`src/design/uart_rx_pkg.sv`:
```
`default_nettype none

// Shared frame shape and result types of the UART receive path
package uart_rx_pkg;

    // Frame shape, fixed at build time
    localparam int DATA_BITS     = 8;   // Data bits per frame, MSB first on the line
    localparam int STOP_BITS     = 2;   // Stop bits closing each frame
    localparam int OVERSAMPLE    = 16;  // Oversample ticks per bit
    localparam int CLKS_PER_TICK = 4;   // System clocks per oversample tick, 64 clocks per bit

    // Start + data + parity + stop samples held per frame
    localparam int FRAME_BITS = 1 + DATA_BITS + 1 + STOP_BITS;

    localparam int FIFO_DEPTH = 8;      // Receive FIFO entries

    // Counter and pointer widths derived from the shape above
    localparam int TICK_CNT_W = $clog2(CLKS_PER_TICK);   // Divider count
    localparam int OVS_CNT_W  = $clog2(OVERSAMPLE);      // Ticks within one bit
    localparam int BIT_CNT_W  = $clog2(FRAME_BITS + 1);  // Samples taken, up to FRAME_BITS
    localparam int PTR_W      = $clog2(FIFO_DEPTH);      // FIFO read and write pointers
    localparam int CNT_W      = $clog2(FIFO_DEPTH + 1);  // FIFO occupancy, up to FIFO_DEPTH

    typedef logic [DATA_BITS-1:0] rx_data_t;  // One received byte

    // Error flags of one frame
    typedef struct packed {
        logic brk;     // Every sampled bit low
        logic parity;  // Parity bit differs from the XOR of the data bits
        logic frame;   // A stop bit was sampled low
    } rx_err_t;

    // Everything the frame receiver reports about one frame
    typedef struct packed {
        rx_data_t data;
        rx_err_t  err;
    } rx_result_t;

endpackage

`default_nettype wire

```
`src/design/baud_tick_gen.sv`:
```
`timescale 1ns/100ps
`default_nettype none

// Oversample tick divider, runs only while the receiver holds enable high
module baud_tick_gen (
    input  logic Clk,
    input  logic Rst,
    input  logic enable,
    output logic tick
);
    import uart_rx_pkg::*;

    logic [TICK_CNT_W-1:0] clk_cnt;  // Clocks since the last tick
    logic                  wrap;     // Divider at its last count

    assign wrap = (clk_cnt == TICK_CNT_W'(CLKS_PER_TICK - 1));

    always_ff @(posedge Clk or posedge Rst) begin
        if (Rst) begin
            clk_cnt <= '0;
        end else if (!enable) begin
            clk_cnt <= '0;                  // Restart so the next frame is aligned to its start edge
        end else if (wrap) begin
            clk_cnt <= '0;
        end else begin
            clk_cnt <= clk_cnt + 1'b1;
        end
    end

    // One clock wide, once per CLKS_PER_TICK clocks
    assign tick = enable && wrap;

    // A disabled cycle holds the next tick off for a full divider period
    a_tick_gated: assert property (
        @(posedge Clk) disable iff (Rst)
        !enable |-> !tick [*CLKS_PER_TICK]
    ) else $error("tick too soon after enable was low");

endmodule

`default_nettype wire

```
`src/design/rx_fifo.sv`:
```
`timescale 1ns/100ps
`default_nettype none

// Receive FIFO whose head word is visible on rd_data ahead of the read strobe
module rx_fifo (
    input  logic                  Clk,
    input  logic                  Rst,
    input  logic                  wr_en,
    input  uart_rx_pkg::rx_data_t wr_data,
    input  logic                  rd_en,
    output uart_rx_pkg::rx_data_t rd_data,
    output logic                  empty,
    output logic                  full,
    output logic                  overflow
);
    import uart_rx_pkg::*;

    rx_data_t         mem [FIFO_DEPTH];
    logic [PTR_W-1:0] wr_ptr;
    logic [PTR_W-1:0] rd_ptr;
    logic [CNT_W-1:0] count;   // Words held
    logic             do_wr;   // Accepted push
    logic             do_rd;   // Accepted pop

    assign empty = (count == '0);
    assign full  = (count == CNT_W'(FIFO_DEPTH));

    // The serial side cannot wait, so a push into a full FIFO is lost
    assign do_wr = wr_en && !full;
    assign do_rd = rd_en && !empty;   // Reads of an empty FIFO do nothing

    assign rd_data = mem[rd_ptr];

    always_ff @(posedge Clk) begin
        if (do_wr) begin
            mem[wr_ptr] <= wr_data;
        end
    end

    always_ff @(posedge Clk or posedge Rst) begin
        if (Rst) begin
            wr_ptr   <= '0;
            rd_ptr   <= '0;
            count    <= '0;
            overflow <= 1'b0;
        end else begin
            if (do_wr) begin
                wr_ptr <= (wr_ptr == PTR_W'(FIFO_DEPTH - 1)) ? '0 : wr_ptr + 1'b1;
            end
            if (do_rd) begin
                rd_ptr <= (rd_ptr == PTR_W'(FIFO_DEPTH - 1)) ? '0 : rd_ptr + 1'b1;
            end
            case ({do_wr, do_rd})
                2'b10:   count <= count + 1'b1;
                2'b01:   count <= count - 1'b1;
                default: count <= count;   // Push and pop together leave it unchanged
            endcase
            if (wr_en && full) begin
                overflow <= 1'b1;          // Held until reset
            end
        end
    end

    a_count_bound: assert property (
        @(posedge Clk) disable iff (Rst)
        count <= CNT_W'(FIFO_DEPTH)
    ) else $error("FIFO count above depth");

endmodule

`default_nettype wire

```
`src/design/uart_rx_frame.sv`:
```
`timescale 1ns/100ps
`default_nettype none

// Frame receiver that finds the start bit, samples each bit at mid-point and checks the frame
module uart_rx_frame (
    input  logic                    Clk,
    input  logic                    Rst,
    input  logic                    rx_in,
    input  logic                    tick,
    output logic                    enable,
    output logic                    rts,
    output logic                    data_rdy,
    output logic                    err_strobe,
    output uart_rx_pkg::rx_result_t result
);
    import uart_rx_pkg::*;

    typedef enum logic [2:0] {
        IDLE,       // Waiting for a start edge with rts high
        RECEIVING,  // Sampling the frame
        OUTPUT,     // Data byte copied out and its parity computed
        CHECK,      // Error flags set
        FINISH      // Result strobe while the counters clear
    } rx_state_t;

    rx_state_t             state;
    logic                  line_idle;    // Line seen high since the last frame ended
    logic                  start_det;    // Registered start edge
    logic [OVS_CNT_W-1:0]  tick_cnt;     // Tick position within the current bit
    logic [BIT_CNT_W-1:0]  bit_cnt;      // Samples taken so far
    logic [FRAME_BITS-1:0] rx_buf;       // Start bit ends up in the MSB, last stop bit in the LSB
    logic                  sample;       // Mid-bit point of the current bit
    logic                  last_sample;  // Mid-point of the final stop bit
    logic                  data_xor;     // XOR over the received data bits
    rx_data_t              rx_byte;
    rx_err_t               rx_err;

    // A line held low past the end of a frame (break, low stop bit) must go high
    // again before a new start edge is accepted
    always_ff @(posedge Clk or posedge Rst) begin
        if (Rst) begin
            line_idle <= 1'b0;
            start_det <= 1'b0;
        end else begin
            if (state == FINISH) begin
                line_idle <= 1'b0;
            end else if (state == IDLE && rx_in) begin
                line_idle <= 1'b1;
            end
            start_det <= (state == IDLE) && line_idle && !rx_in;  // One clock behind the line
        end
    end

    // 8th tick of each bit is the sample point
    assign sample      = tick && (tick_cnt == OVS_CNT_W'(OVERSAMPLE / 2 - 1));
    assign last_sample = sample && (bit_cnt == BIT_CNT_W'(FRAME_BITS - 1));

    always_ff @(posedge Clk or posedge Rst) begin
        if (Rst) begin
            tick_cnt <= '0;
            bit_cnt  <= '0;
        end else if (state == FINISH) begin
            tick_cnt <= '0;                    // Ready for the next frame
            bit_cnt  <= '0;
        end else if (state == RECEIVING && tick) begin
            tick_cnt <= tick_cnt + 1'b1;       // Wraps once per bit after OVERSAMPLE ticks
            if (sample) begin
                bit_cnt <= bit_cnt + 1'b1;
            end
        end
    end

    // Samples shift in from the LSB, so the first data bit (the MSB) lands just below the start bit
    always_ff @(posedge Clk) begin
        if (state == RECEIVING && sample) begin
            rx_buf <= {rx_buf[FRAME_BITS-2:0], rx_in};
        end
    end

    // Frame sequencing
    always_ff @(posedge Clk or posedge Rst) begin
        if (Rst) begin
            state <= IDLE;
        end else begin
            case (state)
                IDLE: begin
                    if (start_det) begin
                        state <= RECEIVING;
                    end
                end
                RECEIVING: begin
                    if (last_sample) begin
                        state <= OUTPUT;       // Buffer is complete on this edge
                    end
                end
                OUTPUT:  state <= CHECK;
                CHECK:   state <= FINISH;
                FINISH:  state <= IDLE;
                default: state <= IDLE;
            endcase
        end
    end

    // Byte goes out one cycle before its strobe and holds until the next frame
    always_ff @(posedge Clk) begin
        if (state == OUTPUT) begin
            rx_byte  <= rx_buf[FRAME_BITS-2 -: DATA_BITS];
            data_xor <= ^rx_buf[FRAME_BITS-2 -: DATA_BITS];
        end
    end

    always_ff @(posedge Clk or posedge Rst) begin
        if (Rst) begin
            rx_err <= '0;
        end else if (state == CHECK) begin
            rx_err.brk    <= (rx_buf == '0);                   // Line never went high
            rx_err.parity <= (rx_buf[STOP_BITS] != data_xor);  // Even parity over the data
            rx_err.frame  <= (rx_buf[STOP_BITS-1:0] != '1);    // Any stop bit low
        end
    end

    assign result = '{data: rx_byte, err: rx_err};

    // Tick divider runs through the checks and is released in FINISH
    assign enable = (state == RECEIVING) || (state == OUTPUT) || (state == CHECK);
    assign rts    = (state == IDLE);       // Only an idle receiver invites the next frame

    // Clean frames are pushed and bad frames only reported
    assign data_rdy   = (state == FINISH) && (rx_err == '0);
    assign err_strobe = (state == FINISH) && (rx_err != '0);

    a_one_strobe: assert property (
        @(posedge Clk) disable iff (Rst)
        !(data_rdy && err_strobe)
    ) else $error("data_rdy and err_strobe together");

    // The tick generator only runs while the host sees the receiver busy
    a_busy_rts: assert property (
        @(posedge Clk) disable iff (Rst)
        enable |-> !rts
    ) else $error("rts high while the tick generator runs");

endmodule

`default_nettype wire

```
`src/design/uart_rx_top.sv`:
```
`timescale 1ns/100ps
`default_nettype none

// UART receive subsystem: tick divider, frame receiver and receive FIFO
module uart_rx_top (
    input  logic                  Clk,
    input  logic                  Rst,
    input  logic                  rx_in,
    input  logic                  rd_en,
    output uart_rx_pkg::rx_data_t rd_data,
    output logic                  fifo_empty,
    output logic                  fifo_full,
    output logic                  fifo_overflow,
    output logic                  rts,
    output logic                  err_strobe,
    output uart_rx_pkg::rx_err_t  err_flags
);
    import uart_rx_pkg::*;

    logic       tick;      // 16x bit-rate pulse
    logic       enable;    // Receiver busy with a frame
    logic       data_rdy;  // Clean byte ready for the FIFO
    rx_result_t result;

    baud_tick_gen u_baud_tick_gen (
        .Clk    (Clk),
        .Rst    (Rst),
        .enable (enable),
        .tick   (tick)
    );

    uart_rx_frame u_uart_rx_frame (
        .Clk        (Clk),
        .Rst        (Rst),
        .rx_in      (rx_in),
        .tick       (tick),
        .enable     (enable),
        .rts        (rts),
        .data_rdy   (data_rdy),
        .err_strobe (err_strobe),
        .result     (result)
    );

    // Only error-free bytes reach the FIFO
    rx_fifo u_rx_fifo (
        .Clk      (Clk),
        .Rst      (Rst),
        .wr_en    (data_rdy),
        .wr_data  (result.data),
        .rd_en    (rd_en),
        .rd_data  (rd_data),
        .empty    (fifo_empty),
        .full     (fifo_full),
        .overflow (fifo_overflow)
    );

    assign err_flags = result.err;   // Valid with err_strobe

endmodule

`default_nettype wire

```
`config.mk`:
```
export PLATFORM = sky130hd
export DESIGN_NAME = uart_rx_top
export DESIGN_NICKNAME = d
export VERILOG_FILES = /design/src/design/uart_rx_pkg.sv /design/src/design/baud_tick_gen.sv /design/src/design/rx_fifo.sv /design/src/design/uart_rx_frame.sv /design/src/design/uart_rx_top.sv
export SDC_FILE = /design/constraint.sdc
export NUM_CORES = 1
export LEC_CHECK = 0
export ABC_AREA = 1
export BUFFER_PORTS_ARGS = -buffer_cell sky130_fd_sc_hd__buf_4
export CAP_MARGIN = 10
export CORE_ASPECT_RATIO = 1.75
export CORE_MARGIN = 4
export CORE_UTILIZATION = 55
export DETAILED_ROUTE_END_ITERATION = 8
export PLACE_DENSITY = 0.82
export SYNTH_ARGS = -nofsm -noshare
export SYNTH_HDL_FRONTEND = slang
export SYNTH_SLANG_ARGS = --single-unit
```
`constraint.sdc`:
```
create_clock -name Clk -period 1.9 [get_ports Clk]
set_input_delay 0.38 -clock Clk [delete_from_list [all_inputs] [get_ports Clk]]
set_output_delay 0.38 -clock Clk [all_outputs]
set_load 0.05 [all_outputs]
```
Yosys cells after proc, flatten, opt, wreduce, memory -nomap -nowiden. Memory sizes are Yosys's and may differ from the RTL's. Cells that the tools add are included.

Memory bits (writable): 64. Logic and storage cells: 87. Register bits after elaboration: 50. Memories: 1. Output and inout bits: 16. Bits of input ports: 4.

Muxes and demuxes: 17. $add $sub $neg: 7. Reductions and logical operators: 30. Equal/unequal tests: 16.

Memories: u_rx_fifo.mem (words 8, bits a word 8, rd ports 1, clocked after memory_dff 0, wr ports 1, RTL line rx_fifo.sv:18) `rx_data_t mem [FIFO_DEPTH];`.

Operator list (count): $mux 4 (5); $logic_and 1x1->1 (13); $add 4x1->4 const B (3); $logic_not 12->1 (1); $mux 3 (4); $pmux 3 s4 (1); $eq 3x3->1 const B (3); $eq 4x4->1 const B (2); $pmux 4 s2 (1); $reduce_bool 2->1 (4); $reduce_xor 8->1 (1); $add 3x1->3 const B (2); $eq 3x2->1 const B (2); $logic_not 3->1 (2); $eq 2x2->1 const B (2); $eq 4x3->1 const B (1); $logic_not 4->1 (1); $mux 1 (4); $mux 2 (2); $ne 2x1->1 const B (2); $reduce_and 2->1 (2); $sub 4x1->4 const B (1); $eq 3x1->1 const B (1); $logic_not 1->1 (3); 6 further kinds (7).

Longest topological paths before layout.
Depth in word-level cells: 8. Mapped depth: 14. Gate-level depth less buffers: 13.

Hierarchy. A second synthesis with hierarchy kept.

Cell total of the unflattened synthesis: 539. Area total of the unflattened synthesis: 5185.0 µm².

Modules (own cells, without submodules): rx_fifo (seq. area each 2197.1 µm², cells an instance 367, area each 3468.3 µm², times used 1); uart_rx_frame (seq. area each 1031.0 µm², cells an instance 161, area each 1624.1 µm², times used 1); baud_tick_gen (seq. area each 50.0 µm², cells an instance 11, area each 92.6 µm², times used 1).

Worst setup path before layout. OpenSTA, ideal clock, no wires.

Path kind: register to register. Start: register u_uart_rx_frame.state[0]. End: register u_rx_fifo.count[3]. Buffers on the path: 1. Setup slack: -0.176 ns. Clock period less this slack: 2.076 ns. Data arrival time: 1.950 ns. Setup time: 0.126 ns. Stages on the path, launching flop included: 14. Data required time: 1.774 ns. Cells stage by stage: dfrtp_1 -> nor2_4 -> nand2_2 -> nor2_4 -> nand2_4 -> buf_6 -> ha_1 -> ha_1 -> nand2_1 -> nand2_1 -> o21ai_0 -> nand2_1 -> nand2_1 -> o21ai_0.

Cells in the longest elaborated chain, start to end: 5. Elaborated cells between the ends (all ways): 7. Those cells by class: eq/ne: 3; mux: 1; reduce/logical: 3.

Ends and longest elaborated chain: from (decl) (RTL line uart_rx_frame.sv:26) `rx_state_t state;`; from (signal assigned) (RTL line uart_rx_frame.sv:83) `state <= IDLE;`; from (signal assigned) (RTL line uart_rx_frame.sv:88) `state <= RECEIVING;`; from (signal assigned) (RTL line uart_rx_frame.sv:93) `state <= OUTPUT;`; $eq 3x3->1 * (RTL line uart_rx_frame.sv:129) `assign data_rdy = (state == FINISH) && (rx_err == '0);`; $logic_and 1x1->1 * (RTL line uart_rx_frame.sv:129); $logic_and 1x1->1 * (RTL line rx_fifo.sv:29) `assign do_wr = wr_en && !full;`; $eq 2x1->1 / $eq 2x2->1 (equally long branches) (RTL line rx_fifo.sv:53) `case ({do_wr, do_rd})`; $pmux 4 s2 / $reduce_bool 2->1 (equally long branches); to (signal assigned) (RTL line rx_fifo.sv:54) `2'b10: count <= count + 1'b1;`; to (signal assigned) (RTL line rx_fifo.sv:55) `2'b01: count <= count - 1'b1;`; to (signal assigned) (RTL line rx_fifo.sv:56) `default: count <= count;`; to (decl) (RTL line rx_fifo.sv:21) `logic [CNT_W-1:0] count;`.

Every way passes the cells marked *; elsewhere a longest branch is shown, timed or not. A chain may end at the register's enable or synchronous reset.

Worst setup path after layout.
Start: register u_rx_fifo.rd_ptr[0]. End: output rd_data[2].

Cells in the longest elaborated chain, start to end: 1.

Ends and longest elaborated chain: from (decl) (RTL line rx_fifo.sv:20) `logic [PTR_W-1:0] rd_ptr;`; from (signal assigned) (RTL line rx_fifo.sv:51) `rd_ptr <= (rd_ptr == PTR_W'(FIFO_DEPTH - 1)) ? '0 : rd_ptr + 1'b1;`; $mem_v2 8x8; to (decl) (RTL line uart_rx_top.sv:10) `output uart_rx_pkg::rx_data_t rd_data,`.

Every way passes these cells.

==> metrics list <==
- The flow ran to the end, but the final reports show violations.
* Failing checks: setup timing
* Worst hold-check path type: in2async
- On the final layout, the worst hold slack is 0.0469 ns.
* Chip Width: 79.1 um
- Max-cap violations in this run came to 0.
- Standby leakage power: 0.00255 uW
- Data on the critical path is required at its endpoint by 1.52 ns.
* Via total after detailed routing: 3,452
- Placer congestion estimate: 0.863
* RSZ-0062 raised after global routing: true
- Together, buffers and inverters on the worst path number 3.
- Final Cell Area: 0.00619 mm2
- At the end of the flow the core is filled with cells to 71.4%.
- The post-route netlist has 27.1% of its cells at a drive strength greater than 1.
- Ratio of total power to cell area: 1670 mW/mm2
* Total area of sequential cells: 0.00328 mm2
- The core region is 0.00867 mm2.
- Setup violations remaining at the end of the flow were counted as 9.
- Global-route wire length before repair: 17,300 um
* Average footprint of a synthesized cell: 11.3 um2
- After clock tree synthesis, the clock-pin slew on the worst setup and hold paths is 0.05 ns.
- CTS built an H-tree with a depth of 4.
- Peak supply drop: 1.13 mV
* Period utilisation layout: 109%
- In the routed design, unresolved DRC markers number 0.
- Counting every net in the synthesized netlist gives 444.
- GRT Residual Overflow: 0
* Number of synthesized register bits: 114
- Critical path cell sequence: clkinv_4, buf_12, nor2_1, o22ai_1, nand2_1, nand2_2, buf_8
- For this run, the slowest stage of the critical path takes 0.46 ns.
- # diodes: 0
- The finished layout holds 626 standard cells, fillers aside.
- Clock sink count: 114
- Number of antenna-violating nets in the routed design: 0
- STA classifies the critical path endpoint as an output pin.
* Netlist Area Pre-Place: 0.00486 mm2
- Data on the critical path arrives at its endpoint at 1.69 ns.
- Post-place instance area: 0.00534 mm2
* Yosys warning total: 0
- Before antenna repair, the detailed router went through 5 iterations.
- Synthesis-to-finish area growth: 27.4%
- Share of Yosys cell area claimed by the top area cell type: 52.5%
- Cells after synthesis: 429
* Number of DRC violations after detailed-routing iteration 0: 277
- Slew Limit Headroom: 74.2%
- For this run, the register share of the synthesized area comes to 67.4%.
- At the pin with the least slew margin, the transition time is 0.384 ns.
- DR WL/cell: 17.2 um
* Cell accounting for the most synthesized area: sky130_fd_sc_hd__edfxtp_1
- PortBufs: 19
* Maximum number of pins on one net before global-route repair: 30
- Cell types with the largest area share after synthesis: sky130_fd_sc_hd__edfxtp_1 (52%), sky130_fd_sc_hd__dfrtp_1 (15%), sky130_fd_sc_hd__nand2_1 (5.5%), sky130_fd_sc_hd__nor2_1 (4.1%), sky130_fd_sc_hd__o21ai_1 (3.3%)
- Summed over all nets, the half-perimeter wirelength after detailed placement is 6650 um.
* Final hold vios: 0
* Setup Crit Path Kind: reg2out
* Highest Clock Rate: 482 MHz
- After detailed routing, the total wire length is 10,800 um.
- Number of cells after detailed placement: 583
* Clock Latency Late Sink: 0.41 ns
- Setup slack after layout: -0.175 ns
- Area enclosed by the die boundary: 0.0105 mm2
* Layout net count: 511
* Tot Pwr: 10,300 uW
- The total count of max-transition violations in the final report is 0.
- Final min period: 2.07 ns
- Crit path max-delay cell type: sky130_fd_sc_hd__dfrtp_2
- Root Buffer: sky130_fd_sc_hd__clkbuf_16
- Multi-input combinational cell area: 0.00146 mm2
- Height of the die: 132 um
- On the critical path the largest part of the delay comes from flip-flops.
- Global routing used 22.3% of the available tracks across all layers.
* Clock buffer depth: 2
* Vias in the first global route: 3,509
- The initial antenna violation count is 0.
- Via count normalized by instance count: 5.51
* # IOs: 20
- In this run the worst path has a maximum fanout of 12.
- The number of clock buffers added by TritonCTS is 17.
- TritonCTS built the clock tree.
- Post-synth cell types: 36
- The initial utilization of the core area, before any placement, comes to 56.1%.
* Final worst clock skew: 0.00794 ns
- STA classifies the critical path startpoint as a flip-flop.
- The floorplan has 45 rows.
* Final-layout fill cell count: 568
## metrics by stage
step	setup slack (ns)	TNS (ns)
2_1_floorplan	-0.0483	-3.17
3_3_place_gp	0.0896	0
3_5_place_dp	-0.0254	-0.0284
4_1_cts	-0.182	-1.31
5_1_grt	-0.244	-1.92
6_report	-0.175	-1.19
## state kept, by name (all words and copies together) (netlist names)
register and cells:
u_rx_fifo.mem 64, u_uart_rx_frame.rx_buf 12, u_uart_rx_frame.rx_byte 8, u_rx_fifo.count 4
u_uart_rx_frame.bit_cnt 4, u_uart_rx_frame.tick_cnt 4, u_rx_fifo.rd_ptr 3, u_rx_fifo.wr_ptr 3
u_uart_rx_frame.result 3, u_uart_rx_frame.state 3, u_baud_tick_gen.clk_cnt 2, u_rx_fifo.overflow 1
u_uart_rx_frame.data_xor 1, u_uart_rx_frame.line_idle 1, u_uart_rx_frame.start_det 1
## Yosys cell counts, drive strengths merged
cell / count
dfrtp: 29
xor2: 4
or2: 2
nand4: 5
nor3: 12
nor4: 1
nor2: 56
clkinv: 2
o21ai: 44
fa: 1
a21o: 1
clkbuf: 6
a31oi: 1
nand3: 14
nand2: 75
o21bai: 1
edfxtp: 85
a21oi: 7
o31ai: 1
o22ai: 16
inv: 43
xnor2: 4
buf: 8
ha: 10
nor3b: 1
## cell type report
| class | instances | share of cell area [%] |
|---|---|---|
| clock buffers | 20 | 7.05 |
| repair buffers | 62 | 9.32 |
| inverters | 45 | 2.81 |
| flip-flops and latches | 114 | 53.0 |
| clock inverters | 12 | 1.88 |
| multi-input cells | 256 | 23.6 |
| well taps | 117 | 2.36 |
## placed cells by master (no fill, tap or decap), types with 2 or more instances in the layout
cell and count:
sky130_fd_sc_hd__bufinv_16 2, sky130_fd_sc_hd__clkbuf_16 17, sky130_fd_sc_hd__nand2_2 9, sky130_fd_sc_hd__o21ai_0 6, sky130_fd_sc_hd__buf_6 11, sky130_fd_sc_hd__xnor2_1 4
sky130_fd_sc_hd__a21oi_1 5, sky130_fd_sc_hd__o21ai_1 31, sky130_fd_sc_hd__nor2_2 4, sky130_fd_sc_hd__buf_8 5, sky130_fd_sc_hd__o21ai_2 7, sky130_fd_sc_hd__xor2_1 4
sky130_fd_sc_hd__nand2_4 2, sky130_fd_sc_hd__o22ai_1 16, sky130_fd_sc_hd__ha_4 3, sky130_fd_sc_hd__dfrtp_1 27, sky130_fd_sc_hd__nand3_2 2, sky130_fd_sc_hd__inv_2 9
sky130_fd_sc_hd__nand2_1 64, sky130_fd_sc_hd__buf_4 44, sky130_fd_sc_hd__nor2_4 4, sky130_fd_sc_hd__nor3_1 10, sky130_fd_sc_hd__ha_1 7, sky130_fd_sc_hd__nand3_1 12
sky130_fd_sc_hd__nand4_1 5, sky130_fd_sc_hd__clkinvlp_4 3, sky130_fd_sc_hd__inv_1 34, sky130_fd_sc_hd__clkinv_1 2, sky130_fd_sc_hd__clkbuf_1 3, sky130_fd_sc_hd__edfxtp_1 85
sky130_fd_sc_hd__clkinv_2 6, sky130_fd_sc_hd__nor2_1 48, sky130_fd_sc_hd__dfrtp_2 2
## cells by family (layout without fill, tap and decap cells)
group | Yosys count | in the layout | share of synthesized area (%)
flip-flops | 114 | 114 | 67.4
XOR/XNOR | 8 | 8 | 1.44
AND/OR/NAND/NOR | 166 | 166 | 15.1
adder cells (fa/ha/maj) | 11 | 11 | 2.99
buffers and inverters | 59 | 139 | 5.10
AO/OA/AOI/OAI | 71 | 71 | 7.98
## metal layers
layer / wire, um / track usage [%] / up-vias
li1: - / - / 1617
met1: 3860 / 23.2 / 1689
met2: 6090 / 40.3 / 110
met3: 444 / 5.20 / 36
met4: 376 / 11.6 / 0
met5: 0 / 0 / -
## path summary, 6_finish.rpt
kind | start | to | slack (ns) | cells past startpoint
hold / removal | Rst | u_uart_rx_frame.bit_cnt[2] | 0.05 | 3
setup / recovery | u_rx_fifo.rd_ptr[0] | rd_data[2] | -0.17 | 7
min in group Clk | rx_in | u_uart_rx_frame.start_det | 0.15 | 2
setup reg to reg | u_uart_rx_frame.state[0] | u_rx_fifo.count[3] | -0.04 | 13
max in group asynchronous | Rst | u_rx_fifo.rd_ptr[0] | 1.56 | 3
hold reg to reg | u_baud_tick_gen.clk_cnt[0] | u_baud_tick_gen.clk_cnt[0] | 0.44 | 1
## worst reg2reg max path, stage by stage (launching register included)
cell	delay, ns
sky130_fd_sc_hd__dfrtp_1	0.42
sky130_fd_sc_hd__nor2_4	0.15
sky130_fd_sc_hd__nand2_2	0.10
sky130_fd_sc_hd__nor2_4	0.15
sky130_fd_sc_hd__nand2_4	0.07
sky130_fd_sc_hd__ha_4	0.19
sky130_fd_sc_hd__ha_4	0.30
sky130_fd_sc_hd__nand2_4	0.06
sky130_fd_sc_hd__nor2_4	0.13
sky130_fd_sc_hd__nor2_2	0.06
sky130_fd_sc_hd__nand2_1	0.05
sky130_fd_sc_hd__nand2_1	0.04
sky130_fd_sc_hd__nand2_1	0.06
sky130_fd_sc_hd__o21ai_1	0.06
## timing repair
action                                  4_1_cts  5_1_grt
resized for setup                            28       33
endpoints found under the setup margin       11       12
buffers inserted                              7        4
pin swaps                                     8       15
gates cloned                                  1        0
hold buffers                                  0        0
## power breakdown
part           internal (uW)  leakage (uW)  total [uW]  switching [uW]
clock                   1900      0.000267        2980            1070
sequential              2970       0.00113        3240             273
combinational           1640       0.00116        4130            2490
No activity file was read; power rests on OpenSTA's default activity.
